`config.mk`:
```
export PLATFORM = sky130hd
export DESIGN_NAME = core
export DESIGN_NICKNAME = d
export VERILOG_FILES = /design/src/core_cfg_pkg.sv /design/src/isa_pkg.sv /design/src/alu.sv /design/src/core.sv /design/src/decode_stage.sv /design/src/execute_stage.sv /design/src/fetch_unit.sv /design/src/mem_sequencer.sv
export SDC_FILE = /design/constraint.sdc
export NUM_CORES = 1
export LEC_CHECK = 0
export BUFFER_PORTS_ARGS = -buffer_cell sky130_fd_sc_hd__buf_2
export CORE_UTILIZATION = 55
export CTS_CLUSTER_SIZE = 16
export DETAILED_ROUTE_END_ITERATION = 7
export GPL_ROUTABILITY_DRIVEN = 0
export PLACE_DENSITY = 0.76
export REMOVE_ABC_BUFFERS = 1
export SYNTH_ARGS = -nofsm -noshare
export SYNTH_HDL_FRONTEND = slang
export SYNTH_HIERARCHICAL = 1
export SYNTH_SLANG_ARGS = --single-unit
```
`constraint.sdc`:
```
create_clock -name clk -period 6.5 [get_ports clk]
set_clock_uncertainty 0.05 [all_clocks]
set_input_delay 1.3 -clock clk [delete_from_list [all_inputs] [get_ports clk]]
set_output_delay 1.3 -clock clk [all_outputs]
set_load 0.03 [all_outputs]
```
`src/core_cfg_pkg.sv`:
```
`default_nettype none

package core_cfg_pkg;

parameter int DATA_WIDTH = 16;
parameter int REG_ADDR_WIDTH = 4;

typedef logic [DATA_WIDTH-1:0] data_t;
typedef logic [REG_ADDR_WIDTH-1:0] reg_addr_t;

// Core parameter default, overridable at the top
parameter int MEM_ADDR_WIDTH_DEFAULT = 16;

endpackage

`default_nettype wire

```
`src/isa_pkg.sv`:
```
`default_nettype none

package isa_pkg;

typedef enum logic [2:0] {
    OP_LD   = 3'b000,
    OP_JMP  = 3'b001,
    OP_ST   = 3'b010,
    OP_LI   = 3'b011,
    OP_BR   = 3'b100,
    OP_ADDI = 3'b101,
    OP_SUBI = 3'b110,
    OP_REG  = 3'b111
} opcode_t;

// Gaps in the encoding are unused functions
typedef enum logic [3:0] {
    ALU_ADD = 4'b0000,
    ALU_SUB = 4'b0001,
    ALU_AND = 4'b0011,
    ALU_OR  = 4'b0100,
    ALU_XOR = 4'b0101,
    ALU_NOT = 4'b0110,
    ALU_NEG = 4'b0111,
    ALU_CMP = 4'b1000
} alu_op_t;

typedef enum logic [1:0] {
    BR_EQ = 2'b00,
    BR_NE = 2'b01,
    BR_LT = 2'b10,
    BR_GT = 2'b11
} branch_cond_t;

typedef struct packed {
    opcode_t opcode;
    logic [8:0] value;          // Address or immediate
    core_cfg_pkg::reg_addr_t rd;
} imm_fmt_t;

typedef struct packed {
    opcode_t opcode;
    logic high;                 // Set for the upper byte
    logic [7:0] value;
    core_cfg_pkg::reg_addr_t rd;
} lim_fmt_t;

typedef struct packed {
    opcode_t opcode;
    logic group;
    alu_op_t func;
    core_cfg_pkg::reg_addr_t rs;
    core_cfg_pkg::reg_addr_t rd;
} rop_fmt_t;

typedef struct packed {
    opcode_t opcode;
    branch_cond_t cond;
    logic [10:0] offset;
} br_fmt_t;

typedef struct packed {
    opcode_t opcode;
    logic [12:0] offset;
} jmp_fmt_t;

typedef union packed {
    imm_fmt_t imm;
    lim_fmt_t lim;
    rop_fmt_t rop;
    br_fmt_t br;
    jmp_fmt_t jmp;
} instr_t;

endpackage

`default_nettype wire

```
`src/alu.sv`:
```
`default_nettype none
`timescale 1ns/10ps

module alu
(
    input  core_cfg_pkg::data_t op_a,
    input  core_cfg_pkg::data_t op_b,
    input  isa_pkg::alu_op_t alu_op,
    output core_cfg_pkg::data_t result,
    output logic equal,
    output logic less,
    output logic greater
);

import isa_pkg::*;

always_comb
begin
    case (alu_op)
        ALU_ADD:
            result = op_a + op_b;
        ALU_SUB, ALU_CMP:
            result = op_a - op_b;       // Compare result is never written
        ALU_AND:
            result = op_a & op_b;
        ALU_OR:
            result = op_a | op_b;
        ALU_XOR:
            result = op_a ^ op_b;
        ALU_NOT:
            result = ~op_a;
        ALU_NEG:
            result = -op_a;
        default:
            result = '0;
    endcase
end

// Unsigned compare of rd against rs
assign equal = (op_a == op_b);
assign less = (op_a < op_b);
assign greater = (op_a > op_b);

endmodule

`default_nettype wire

```
`src/core.sv`:
```
`default_nettype none
`timescale 1ns/10ps

module core
#(
    parameter int MEM_ADDR_WIDTH = core_cfg_pkg::MEM_ADDR_WIDTH_DEFAULT
)
(
    input  logic clk,
    input  logic rst,
    output logic [MEM_ADDR_WIDTH-1:0] mem_addr,
    output core_cfg_pkg::data_t mem_data_in,
    output logic mem_r_en,
    output logic mem_w_en,
    input  core_cfg_pkg::data_t mem_data_out,
    input  logic mem_rdy,
    input  logic mem_cplt,
    output core_cfg_pkg::reg_addr_t reg_r_addr_1,
    output core_cfg_pkg::reg_addr_t reg_r_addr_2,
    input  core_cfg_pkg::data_t reg_r_data_1,
    input  core_cfg_pkg::data_t reg_r_data_2,
    output core_cfg_pkg::reg_addr_t reg_w_addr,
    output core_cfg_pkg::data_t reg_w_data,
    output logic reg_w_en
);

import core_cfg_pkg::*;
import isa_pkg::*;

// Fetch side
logic [MEM_ADDR_WIDTH-1:0] pc, f_pc, redirect_addr;
instr_t f_instr;
logic f_valid, fetch_want, fetch_req, fetch_cplt, redirect, d_take;

// Decoded record
logic d_valid, d_reg_wr, d_mem_rd, d_mem_wr, d_jump, d_cond_en;
alu_op_t d_alu_op;
data_t d_op_a, d_op_b;
reg_addr_t d_rd;
branch_cond_t d_cond;
logic [MEM_ADDR_WIDTH-1:0] d_mem_addr, d_target;

// Execute and write-back record
logic x_take, x_wr;
reg_addr_t x_rd, w_rd;
logic w_valid, w_wr, w_mem_rd, w_mem_wr, w_branch, w_done;
data_t w_value;
logic [MEM_ADDR_WIDTH-1:0] w_mem_addr;

fetch_unit #(.MEM_ADDR_WIDTH(MEM_ADDR_WIDTH)) fetch_inst (.*);

decode_stage #(.MEM_ADDR_WIDTH(MEM_ADDR_WIDTH)) decode_inst (.*);

execute_stage #(.MEM_ADDR_WIDTH(MEM_ADDR_WIDTH)) execute_inst (.*);

mem_sequencer #(.MEM_ADDR_WIDTH(MEM_ADDR_WIDTH)) mem_seq_inst (.*);

endmodule

`default_nettype wire

```
`src/decode_stage.sv`:
```
`default_nettype none
`timescale 1ns/10ps

module decode_stage
#(
    parameter int MEM_ADDR_WIDTH = core_cfg_pkg::MEM_ADDR_WIDTH_DEFAULT
)
(
    input  logic clk,
    input  logic rst,
    input  isa_pkg::instr_t f_instr,
    input  logic [MEM_ADDR_WIDTH-1:0] f_pc,
    input  logic f_valid,
    output logic d_take,
    output core_cfg_pkg::reg_addr_t reg_r_addr_1,
    output core_cfg_pkg::reg_addr_t reg_r_addr_2,
    input  core_cfg_pkg::data_t reg_r_data_1,
    input  core_cfg_pkg::data_t reg_r_data_2,
    input  logic x_take,
    input  logic redirect,
    input  core_cfg_pkg::reg_addr_t x_rd,
    input  logic x_wr,
    input  core_cfg_pkg::reg_addr_t w_rd,
    input  logic w_wr,
    output logic d_valid,
    output isa_pkg::alu_op_t d_alu_op,
    output core_cfg_pkg::data_t d_op_a,
    output core_cfg_pkg::data_t d_op_b,
    output core_cfg_pkg::reg_addr_t d_rd,
    output logic d_reg_wr,
    output logic d_mem_rd,
    output logic d_mem_wr,
    output logic [MEM_ADDR_WIDTH-1:0] d_mem_addr,
    output logic d_jump,
    output logic d_cond_en,
    output isa_pkg::branch_cond_t d_cond,
    output logic [MEM_ADDR_WIDTH-1:0] d_target
);

import core_cfg_pkg::*;
import isa_pkg::*;

alu_op_t alu_op;
data_t op_a;
data_t op_b;
logic reg_wr;
logic mem_rd;
logic mem_wr;
logic jump;
logic cond_en;
logic uses_rs;
logic uses_rd;
logic stall;
logic signed [MEM_ADDR_WIDTH-1:0] br_off;
logic signed [MEM_ADDR_WIDTH-1:0] jmp_off;
logic [MEM_ADDR_WIDTH-1:0] target;

// Port 1 reads rs, port 2 reads rd
assign reg_r_addr_1 = f_instr.rop.rs;
assign reg_r_addr_2 = f_instr.rop.rd;

assign br_off = $signed(f_instr.br.offset);
assign jmp_off = $signed(f_instr.jmp.offset);
assign target = (f_instr.imm.opcode == OP_JMP) ? f_pc + jmp_off : f_pc + br_off;

always_comb
begin
    alu_op = ALU_ADD;
    op_a = '0;
    op_b = '0;
    reg_wr = 1'b0;
    mem_rd = 1'b0;
    mem_wr = 1'b0;
    jump = 1'b0;
    cond_en = 1'b0;
    uses_rs = 1'b0;
    uses_rd = 1'b0;
    case (f_instr.imm.opcode)
        OP_LD:
        begin
            reg_wr = 1'b1;
            mem_rd = 1'b1;
        end
        OP_JMP:
            jump = 1'b1;
        OP_ST:
        begin
            op_b = reg_r_data_2;        // Store data passes the ALU
            mem_wr = 1'b1;
            uses_rd = 1'b1;
        end
        OP_LI:
        begin
            // Replace one byte, keep the other
            if (f_instr.lim.high)
                op_b = {f_instr.lim.value, reg_r_data_2[7:0]};
            else
                op_b = {reg_r_data_2[DATA_WIDTH-1:8], f_instr.lim.value};
            reg_wr = 1'b1;
            uses_rd = 1'b1;
        end
        OP_BR:
            cond_en = 1'b1;
        OP_ADDI, OP_SUBI:
        begin
            alu_op = (f_instr.imm.opcode == OP_SUBI) ? ALU_SUB : ALU_ADD;
            op_a = reg_r_data_2;
            op_b = DATA_WIDTH'(f_instr.imm.value);
            reg_wr = 1'b1;
            uses_rd = 1'b1;
        end
        default:
        begin
            // Group 1 is not implemented
            if (!f_instr.rop.group)
            begin
                alu_op = f_instr.rop.func;
                op_a = reg_r_data_2;
                op_b = reg_r_data_1;
                reg_wr = (f_instr.rop.func != ALU_CMP);
                uses_rd = 1'b1;
                uses_rs = (f_instr.rop.func != ALU_NOT) && (f_instr.rop.func != ALU_NEG);
            end
        end
    endcase
end

// Wait until older writes to our sources have landed
assign stall = (uses_rs && ((x_wr && x_rd == reg_r_addr_1) || (w_wr && w_rd == reg_r_addr_1)))
            || (uses_rd && ((x_wr && x_rd == reg_r_addr_2) || (w_wr && w_rd == reg_r_addr_2)));

assign d_take = f_valid && !stall && (!d_valid || x_take) && !redirect;

always_ff @(posedge clk or posedge rst)
begin
    if (rst)
    begin
        d_valid <= 1'b0;
        d_reg_wr <= 1'b0;
        d_mem_rd <= 1'b0;
        d_mem_wr <= 1'b0;
        d_jump <= 1'b0;
        d_cond_en <= 1'b0;
    end
    else if (redirect)
        d_valid <= 1'b0;
    else if (d_take)
    begin
        d_valid <= 1'b1;
        d_reg_wr <= reg_wr;
        d_mem_rd <= mem_rd;
        d_mem_wr <= mem_wr;
        d_jump <= jump;
        d_cond_en <= cond_en;
    end
    else if (x_take)
        d_valid <= 1'b0;
end

always_ff @(posedge clk)
begin
    if (d_take)
    begin
        d_alu_op <= alu_op;
        d_op_a <= op_a;
        d_op_b <= op_b;
        d_rd <= f_instr.imm.rd;
        d_mem_addr <= MEM_ADDR_WIDTH'(f_instr.imm.value);
        d_cond <= f_instr.br.cond;
        d_target <= target;
    end
end

endmodule

`default_nettype wire

```
`src/execute_stage.sv`:
```
`default_nettype none
`timescale 1ns/10ps

module execute_stage
#(
    parameter int MEM_ADDR_WIDTH = core_cfg_pkg::MEM_ADDR_WIDTH_DEFAULT
)
(
    input  logic clk,
    input  logic rst,
    input  logic d_valid,
    input  isa_pkg::alu_op_t d_alu_op,
    input  core_cfg_pkg::data_t d_op_a,
    input  core_cfg_pkg::data_t d_op_b,
    input  core_cfg_pkg::reg_addr_t d_rd,
    input  logic d_reg_wr,
    input  logic d_mem_rd,
    input  logic d_mem_wr,
    input  logic [MEM_ADDR_WIDTH-1:0] d_mem_addr,
    input  logic d_jump,
    input  logic d_cond_en,
    input  isa_pkg::branch_cond_t d_cond,
    input  logic [MEM_ADDR_WIDTH-1:0] d_target,
    output logic x_take,
    input  logic redirect,
    input  logic w_done,
    output core_cfg_pkg::reg_addr_t x_rd,
    output logic x_wr,
    output logic w_valid,
    output core_cfg_pkg::reg_addr_t w_rd,
    output logic w_wr,
    output core_cfg_pkg::data_t w_value,
    output logic w_mem_rd,
    output logic w_mem_wr,
    output logic [MEM_ADDR_WIDTH-1:0] w_mem_addr,
    output logic w_branch
);

import core_cfg_pkg::*;
import isa_pkg::*;

data_t result;
logic equal;
logic less;
logic greater;
logic flag_eq;
logic flag_lt;
logic flag_gt;
logic cond_met;
logic taken;

alu alu_inst
(
    .op_a(d_op_a),
    .op_b(d_op_b),
    .alu_op(d_alu_op),
    .result(result),
    .equal(equal),
    .less(less),
    .greater(greater)
);

assign x_take = d_valid && (!w_valid || w_done) && !redirect;

// Pending write seen by the decode hazard check
assign x_rd = d_rd;
assign x_wr = d_valid && d_reg_wr;

always_comb
begin
    case (d_cond)
        BR_EQ:   cond_met = flag_eq;
        BR_NE:   cond_met = !flag_eq;
        BR_LT:   cond_met = flag_lt;
        default: cond_met = flag_gt;
    endcase
end

assign taken = d_jump || (d_cond_en && cond_met);

always_ff @(posedge clk or posedge rst)
begin
    if (rst)
    begin
        flag_eq <= 1'b0;
        flag_lt <= 1'b0;
        flag_gt <= 1'b0;
    end
    else if (x_take && d_alu_op == ALU_CMP)
    begin
        flag_eq <= equal;
        flag_lt <= less;
        flag_gt <= greater;
    end
end

always_ff @(posedge clk or posedge rst)
begin
    if (rst)
    begin
        w_valid <= 1'b0;
        w_wr <= 1'b0;
        w_mem_rd <= 1'b0;
        w_mem_wr <= 1'b0;
        w_branch <= 1'b0;
    end
    else if (x_take)
    begin
        w_valid <= 1'b1;
        w_wr <= d_reg_wr;
        w_mem_rd <= d_mem_rd;
        w_mem_wr <= d_mem_wr;
        w_branch <= taken;
    end
    else if (w_done)
    begin
        // Retired, so no write stays pending
        w_valid <= 1'b0;
        w_wr <= 1'b0;
        w_mem_rd <= 1'b0;
        w_mem_wr <= 1'b0;
        w_branch <= 1'b0;
    end
end

always_ff @(posedge clk)
begin
    if (x_take)
    begin
        w_rd <= d_rd;
        w_value <= result;
        w_mem_addr <= taken ? d_target : d_mem_addr;   // Target rides in the address
    end
end

endmodule

`default_nettype wire

```
`src/fetch_unit.sv`:
```
`default_nettype none
`timescale 1ns/10ps

module fetch_unit
#(
    parameter int MEM_ADDR_WIDTH = core_cfg_pkg::MEM_ADDR_WIDTH_DEFAULT
)
(
    input  logic clk,
    input  logic rst,
    input  logic fetch_req,
    input  logic fetch_cplt,
    input  core_cfg_pkg::data_t mem_data_out,
    input  logic redirect,
    input  logic [MEM_ADDR_WIDTH-1:0] redirect_addr,
    input  logic d_take,
    output logic [MEM_ADDR_WIDTH-1:0] pc,
    output isa_pkg::instr_t f_instr,
    output logic [MEM_ADDR_WIDTH-1:0] f_pc,
    output logic f_valid,
    output logic fetch_want
);

logic pending;                          // Fetch accepted, word not back yet
logic [MEM_ADDR_WIDTH-1:0] req_pc;      // Address of the fetch in flight

// Buffer is free or emptying this cycle
assign fetch_want = !pending && (!f_valid || d_take);

always_ff @(posedge clk or posedge rst)
begin
    if (rst)
    begin
        pc <= '0;
        pending <= 1'b0;
        f_valid <= 1'b0;
    end
    else
    begin
        if (redirect)
            pc <= redirect_addr;
        else if (fetch_req)
            pc <= pc + 1'b1;

        if (redirect || fetch_cplt)
            pending <= 1'b0;
        else if (fetch_req)
            pending <= 1'b1;

        if (redirect)
            f_valid <= 1'b0;            // Redirect beats a fill
        else if (fetch_cplt)
            f_valid <= 1'b1;
        else if (d_take)
            f_valid <= 1'b0;
    end
end

always_ff @(posedge clk)
begin
    if (fetch_req)
        req_pc <= pc;
    if (fetch_cplt)
    begin
        f_instr <= mem_data_out;
        f_pc <= req_pc;
    end
end

endmodule

`default_nettype wire

```
`src/mem_sequencer.sv`:
```
`default_nettype none
`timescale 1ns/10ps

module mem_sequencer
#(
    parameter int MEM_ADDR_WIDTH = core_cfg_pkg::MEM_ADDR_WIDTH_DEFAULT
)
(
    input  logic clk,
    input  logic rst,
    input  logic w_valid,
    input  core_cfg_pkg::reg_addr_t w_rd,
    input  logic w_wr,
    input  core_cfg_pkg::data_t w_value,
    input  logic w_mem_rd,
    input  logic w_mem_wr,
    input  logic [MEM_ADDR_WIDTH-1:0] w_mem_addr,
    input  logic w_branch,
    output logic w_done,
    input  logic fetch_want,
    input  logic [MEM_ADDR_WIDTH-1:0] pc,
    output logic fetch_req,
    output logic fetch_cplt,
    output logic redirect,
    output logic [MEM_ADDR_WIDTH-1:0] redirect_addr,
    output logic [MEM_ADDR_WIDTH-1:0] mem_addr,
    output core_cfg_pkg::data_t mem_data_in,
    output logic mem_r_en,
    output logic mem_w_en,
    input  core_cfg_pkg::data_t mem_data_out,
    input  logic mem_rdy,
    input  logic mem_cplt,
    output core_cfg_pkg::reg_addr_t reg_w_addr,
    output core_cfg_pkg::data_t reg_w_data,
    output logic reg_w_en
);

typedef enum logic [1:0] {IDLE, FETCH, DATA} state_t;

state_t state;
logic issued;                           // Strobe seen with mem_rdy, waiting for mem_cplt
logic discard;                          // Fetch in flight went stale on a redirect
logic data_pend;
logic access_done;
logic [MEM_ADDR_WIDTH-1:0] addr_q;

assign data_pend = w_valid && (w_mem_rd || w_mem_wr);
assign access_done = issued && mem_cplt;

assign redirect = w_valid && w_branch;
assign redirect_addr = w_mem_addr;

// Data access wins over a fetch
assign fetch_req = (state == IDLE) && !data_pend && fetch_want && !redirect;
assign fetch_cplt = (state == FETCH) && access_done && !discard;

assign w_done = data_pend ? ((state == DATA) && access_done) : w_valid;

assign mem_addr = addr_q;
assign mem_data_in = w_value;
assign mem_r_en = !issued && ((state == FETCH) || ((state == DATA) && w_mem_rd));
assign mem_w_en = !issued && (state == DATA) && w_mem_wr;

assign reg_w_addr = w_rd;
assign reg_w_data = w_mem_rd ? mem_data_out : w_value;
assign reg_w_en = w_done && w_wr;

always_ff @(posedge clk or posedge rst)
begin
    if (rst)
    begin
        state <= IDLE;
        issued <= 1'b0;
        discard <= 1'b0;
    end
    else if (state == IDLE)
    begin
        if (data_pend)
            state <= DATA;
        else if (fetch_req)
            state <= FETCH;
    end
    else if (access_done)
    begin
        state <= IDLE;
        issued <= 1'b0;
        discard <= 1'b0;
    end
    else
    begin
        if (mem_rdy)
            issued <= 1'b1;
        if (redirect && state == FETCH)
            discard <= 1'b1;
    end
end

// Address is frozen once the access leaves idle
always_ff @(posedge clk)
begin
    if (state == IDLE)
        addr_q <= data_pend ? w_mem_addr : pc;
end

endmodule

`default_nettype wire

```
# Yosys cells after proc, flatten, opt, wreduce, memory -nomap -nowiden
# Cells that the tools add are included.
[op_classes]
n_addsub = 6
magnitude_cmp = 2
eq_ne = 26
muxes = 49
n_bitwise = 6
reduce_logical = 75
[op_table]
columns = ["op", "count"]
rows = [
  ["$mux W16", 8],
  ["$pmux W16 S7", 1],
  ["$pmux W16 S4", 1],
  ["$add A16 B16 Y16", 3],
  ["$pmux W16 S2", 1],
  ["$logic_and A1 B1 Y1", 31],
  ["$mux W1", 28],
  ["$add A16 B1 Y16 const B", 1],
  ["$and A16 B16 Y16", 1],
  ["$eq A16 B16 Y1", 1],
  ["$eq A4 B3 Y1 const B", 4],
  ["$eq A4 B4 Y1", 4],
  ["$gt A16 B16 Y1", 1],
  ["$lt A16 B16 Y1", 1],
  ["$neg A16 Y16", 1],
  ["$not A16 Y16", 1],
  ["$or A16 B16 Y16", 1],
  ["$sub A16 B16 Y16", 1],
  ["$xor A16 B16 Y16", 1],
  ["$reduce_bool A2 Y1", 6],
  ["$logic_not A1 Y1", 10],
  ["$logic_or A1 B1 Y1", 10],
  ["$eq A3 B3 Y1 const B", 3],
  ["$mux W9", 1],
  ["26 further kinds", 43],
]
[totals]
register_bits = 203
in_bits = 52
output_inout_bits = 63

# Depth between registers and ports, before layout
[logic_depth]
depth_word = 17
ltp_mapped = 18
ltp_nobuf = 16

# Cells and area by module
# Netlist, hierarchy kept.
[by_module_without_submodules]
columns = ["module", "instances", "cells_each", "area_each_um2", "seq_area_each_um2"]
rows = [
  ["decode_stage", 1, 321, 3941.3, 2102.0],
  ["alu", 1, 432, 2930.3, 0.0],
  ["fetch_unit", 1, 158, 2419.8, 1891.8],
  ["execute_stage", 1, 91, 1762.9, 1281.2],
  ["mem_sequencer", 1, 117, 1421.4, 580.6],
]

# Worst setup path after synthesis
# OpenSTA, ideal clock, no wires.
[synth_path]
path_kind = "input port to flip-flop"
from = "input port mem_cplt"
to = "register fetch_inst.pc[13]"
setup_ns = 0.126
t_arrival_ns = 6.525
required_time_ns = 6.324
setup_slack_ns = -0.201
stages = 17
n_path_buf = 1
cell_sequence = "nand4b_1 > a21boi_0 > nand2b_1 > nand2_1 > inv_1 > nor2b_1 > nor2_1 > nand2_4 > inv_1 > nor2b_1 > nor2_1 > and4_1 > buf_2 > nand4_1 > nor4_1 > nor3b_1 > a221o_1"
[synth_between]
elab_chain_len = 14
[synth_lines]
columns = ["element", "line", "source"]
rows = [
  ["start: declaration", "core.sv:17", "input logic mem_cplt,"],
  ["$logic_and A1 B1 Y1", "mem_sequencer.sv:48", "assign access_done = issued && mem_cplt;"],
  ["$logic_and A1 B1 Y1", "mem_sequencer.sv:57", "assign w_done = data_pend ? ((state == DATA) && access_done) : w_valid;"],
  ["$mux W1", "mem_sequencer.sv:57", ""],
  ["via w_done", "core.sv:46", "logic w_valid, w_wr, w_mem_rd, w_mem_wr, w_branch, w_done;"],
  ["$logic_or A1 B1 Y1", "execute_stage.sv:63", "assign x_take = d_valid && (!w_valid || w_done) && !redirect;"],
  ["$logic_and A1 B1 Y1 (2 in series)", "execute_stage.sv:63", ""],
  ["via x_take", "core.sv:44", "logic x_take, x_wr;"],
  ["$logic_or A1 B1 Y1", "decode_stage.sv:132", "assign d_take = f_valid && !stall && (!d_valid || x_take) && !redirect;"],
  ["$logic_and A1 B1 Y1 (2 in series)", "decode_stage.sv:132", ""],
  ["via d_take", "core.sv:33", "logic f_valid, fetch_want, fetch_req, fetch_cplt, redirect, d_take;"],
  ["$logic_or A1 B1 Y1", "fetch_unit.sv:28", "assign fetch_want = !pending && (!f_valid || d_take);"],
  ["$logic_and A1 B1 Y1", "fetch_unit.sv:28", ""],
  ["via fetch_want", "core.sv:33", ""],
  ["$logic_and A1 B1 Y1 (2 in series)", "mem_sequencer.sv:54", "assign fetch_req = (state == IDLE) && !data_pend && fetch_want && !redirect;"],
  ["via fetch_req", "core.sv:33", ""],
  ["$reduce_bool A2 Y1 (no source line)", "n/a", ""],
  ["end signal: assignment", "fetch_unit.sv:41", "pc <= redirect_addr;"],
  ["end signal: assignment", "fetch_unit.sv:43", "pc <= pc + 1'b1;"],
  ["end: declaration", "fetch_unit.sv:17", "output logic [MEM_ADDR_WIDTH-1:0] pc,"],
]
# The timed path passes the listed nets, and every way through them passes these cells.
# A chain may end at the register's enable or synchronous reset.

# Worst setup path in the final report
[layout_path]
from = "input port mem_cplt"
to = "register fetch_inst.pc[9]"
# The elaborated chain is that of the path after synthesis.

==> run_results.csv <==
group,metric,value,unit
run_status,status,"complete, but fails checks",
run_status,violations,"design-rule violations",
floorplanning,die_area,23300,sq um
floorplanning,die_x,153,um
final_layout,diodes,0,
final_layout,regArea,5860,sq um
worst_hold_path,hp-class,"reg2reg",
worst_hold_path,holdPathStages,0,
timing,hold_viol,0,
worst_setup_path,worst-setup-path-type,"in2reg",
final_layout,drive_gt1_share,20.9,%
final_layout,n_fill_cell,1746,
timing,layout_min_cycle_time,4.20,ns
routing,routed_wl,31000,um
final_layout,final_core_util,61.1,%
grt,grt_max_degree,66,
worst_setup_path,crit_arrival,4.52,ns
timing,rsz0062_at_grt,"no",
synthesis,syn_area_per_cell,11.1,sq um
worst_setup_path,worstRegToRegCells,14,
synthesis,yosys_warnings,6,
pwr,ir_drop,435,uV
floorplanning,num_rows,54,
floorplanning,start_util,56.6,%
synthesis,synth_seq_area_share,46.9,%
timing,setup_viol,0,
routing,ant_nets,0,
worst_setup_path,path_max_fanout,18,
timing,timing.final.crit_share,64.6,%
clock_tree,hold_buffers,0,
final_layout,multi_input_area,5680,sq um
timing,slew_violations,0,
routing,wl_per_cell,21.1,um
routing,via_per_inst,6.24,
final_layout,synthToLayoutAreaGrowth,7.93,%
clock_tree,clkTransAtPathRegs,0.06,ns
worst_setup_path,end_kind,"register",
synthesis,synthArstFlopShare,17.9,%
synthesis,synth-main-ff-cell,"edfxtp_1",
worst_setup_path,reg2reg_to,"fetch_inst/pc[9]$_DFFE_PP0P_",
job,max-cap-violations,0,
worst_setup_path,r2r-start,"fetch_inst/f_instr[14]$_DFFE_PP_",
routing,vias,9170,
grt,grt_pass1_vias,8257,
routing,drt_iter0_drc,1079,
timing,tightest_slew,1.26,ns
grt,antenna_found_initial,0,
clock_tree,cts_root_buffer,"clkbuf_16",
pwr,p_per_area,548,nW/um^2
clock_tree,cts_resized,0,
floorplanning,core_area,22000,sq um
timing,fmax,238,MHz
worst_setup_path,required,6.82,ns
worst_setup_path,startpoint_type,"input port",
floorplanning,die_h,153,um
clock_tree,cts_tree,"yes",
clock_tree,cts_setup_buffers,0,
worst_hold_path,hold_start,"fetch_inst/req_pc[12]$_DFFE_PP_",
synthesis,synth_area,12500,sq um
clock_tree,cts_sinks,201,
worst_setup_path,r2r_slack,2.57,ns
routing,drc_errors,2,
routing,dr.pass1.iters,8,
synthesis,ys_types,97,
final_layout,final_nets,1298,
synthesis,synth-seq-cells,201,
clock_tree,numCtsBuffers,21,
place,place_area,12800,sq um
grt,grt_use_total,26.3,%
clock_tree,h-tree-depth,1,
grt,grt_pass1_wl,47400,um
synthesis,synth_edf_count,165,
clock_tree,clock_latency,0.51,ns
worst_hold_path,hold_end,"fetch_inst/f_pc[12]$_DFFE_PP_",
clock_tree,cts_buffer_depth,3,
pwr,p_leak,0.00543,uW
synthesis,synthCells,1119,
timing,max-slew-margin-rel,15.7,%
floorplanning,pin_count,115,
final_layout,final_area,13500,sq um
place,io_buffers,114,
place,dp_hpwl,21500,um
grt,gr-total-overflow,0,
## routing by layer
layer / routed length [um] / vias up / GRT usage [%]
met5: 0 / - / 0
li1: - / 4197 / -
met4: 840 / 0 / 7.60
met2: 13600 / 475 / 39.2
met1: 13800 / 4452 / 39.9
met3: 2780 / 46 / 3.36
## Yosys cell counts, types with 8 or more instances
cell type	count	share of area, %
a21o_1	15	0.90
a21oi_1	43	1.7
a221oi_1	10	0.70
a222oi_1	15	1.2
a31oi_1	9	0.45
and2_1	25	1.3
buf_2	8	0.32
buf_4	58	3.5
clkbuf_1	24	0.72
dfrtp_1	36	7.2
edfxtp_1	165	40
ha_1	68	6.8
inv_1	70	2.1
mux2_2	46	4.2
mux2_4	15	1.8
mux2i_1	8	0.64
nand2_1	63	1.9
nand2b_1	9	0.45
nand3_1	22	0.88
nand4_1	10	0.50
nor2_1	70	2.1
nor2b_1	13	0.65
nor3_1	29	1.2
nor4_1	9	0.45
o21ai_0	56	2.2
xnor2_1	49	3.4
xor2_1	11	0.77
## power by group
group	internal (uW)	total (uW)	switching (uW)
clock network	658	1160	499
registers	2200	2700	503
logic	1290	3520	2230
total	4150	7380	3240
## how the worst max path moves through the flow
stage | start | endpoint | slack, ns | depth (start not counted)
detailed placement | mem_cplt | fetch_inst/pc[7]$_DFFE_PP0P_ | 1.81 | 18
CTS | mem_cplt | fetch_inst/pc[7]$_DFFE_PP0P_ | 2.32 | 18
floorplan | mem_cplt | fetch_inst/pc[13]$_DFFE_PP0P_ | -0.21 | 16
finish | mem_cplt | fetch_inst/pc[9]$_DFFE_PP0P_ | 2.30 | 18
global placement | mem_cplt | fetch_inst/pc[7]$_DFFE_PP0P_ | 1.99 | 18
global route | mem_cplt | fetch_inst/pc[7]$_DFFE_PP0P_ | 1.94 | 18
## final cells by class
type | instances | share of cell area [%]
Sequential cell | 201 | 43.5
Multi-Input combinational cell | 750 | 42.2
Timing Repair Buffer | 126 | 4.91
Clock buffer | 29 | 4.27
Tap cell | 280 | 2.60
Inverter | 74 | 2.06
Clock inverter | 9 | 0.511
## critical path, stage by stage
cell	delay [ns]
buf_2	0.11
nand4b_1	0.11
a21boi_0	0.42
nand2b_1	0.21
nand2_1	0.17
inv_1	0.11
nor2b_1	0.06
nor2_1	0.17
nand2_4	0.12
inv_2	0.08
nor2b_1	0.05
nor2_1	0.15
and4_1	0.43
buf_4	0.33
nand4_1	0.22
nor3_1	0.25
xnor2_1	0.14
o21ai_0	0.09
## through the flow
step	std cells	hold slack (ns)	setup slack [ns]	power (uW)	TNS [ns]
6_report	1469	0.364	2.30	7380	0
5_1_grt	1469	0.387	1.94	7770	0
4_1_cts	1469	0.364	2.32	7340	0
3_5_place_dp	1431	0.355	1.81	6150	0
3_3_place_gp	1431	0.353	1.99	6070	0
2_1_floorplan	1025	0.350	-0.213	5110	-0.505
## cell usage in the layout (no fill, tap or decap), drive strengths merged, types with 11 or more instances in the layout
master	n
a221oi	12
nand4	11
ha	68
nor2b	13
xor2	11
and2	26
nor3	31
clkbuf	29
a222oi	15
nand3	24
xnor2	50
dfrtp	36
o21ai	63
buf	126
a21oi	43
nand2	65
edfxtp	165
nor4	13
mux2	61
nor2	70
inv	73
a21o	15
## state kept, by name, summed over array words and instances, names as in the netlist, 2 cells and up
name	cells
decode_inst/d_op_a	16
decode_inst/d_op_b	16
decode_inst/d_target	16
execute_inst/w_mem_addr	16
execute_inst/w_value	16
fetch_inst/f_instr	16
fetch_inst/f_pc	16
fetch_inst/pc	16
fetch_inst/req_pc	16
mem_seq_inst/mem_addr	16
decode_inst/d_mem_addr	7
decode_inst/d_alu_op	4
decode_inst/d_rd	4
execute_inst/w_rd	4
decode_inst/d_cond	2
mem_seq_inst/state	2
## logic make-up (layout without fill, tap and decap cells)
| family | count (synthesis) | in the layout | share of synthesized area [%] |
|---|---|---|---|
| buffers and inverters | 174 | 238 | 7.78 |
| DFF | 201 | 201 | 46.9 |
| and+or+nand+nor | 301 | 301 | 13.3 |
| xor gates and xnor gates | 61 | 61 | 4.34 |
| muxes | 69 | 69 | 6.60 |
| other | 1 | 7 | 0.0301 |
| AOI/OAI and AO/OA | 240 | 240 | 13.5 |
| adders and majority gates | 72 | 72 | 7.46 |
Note: power is estimated with default switching activity, not from simulation.
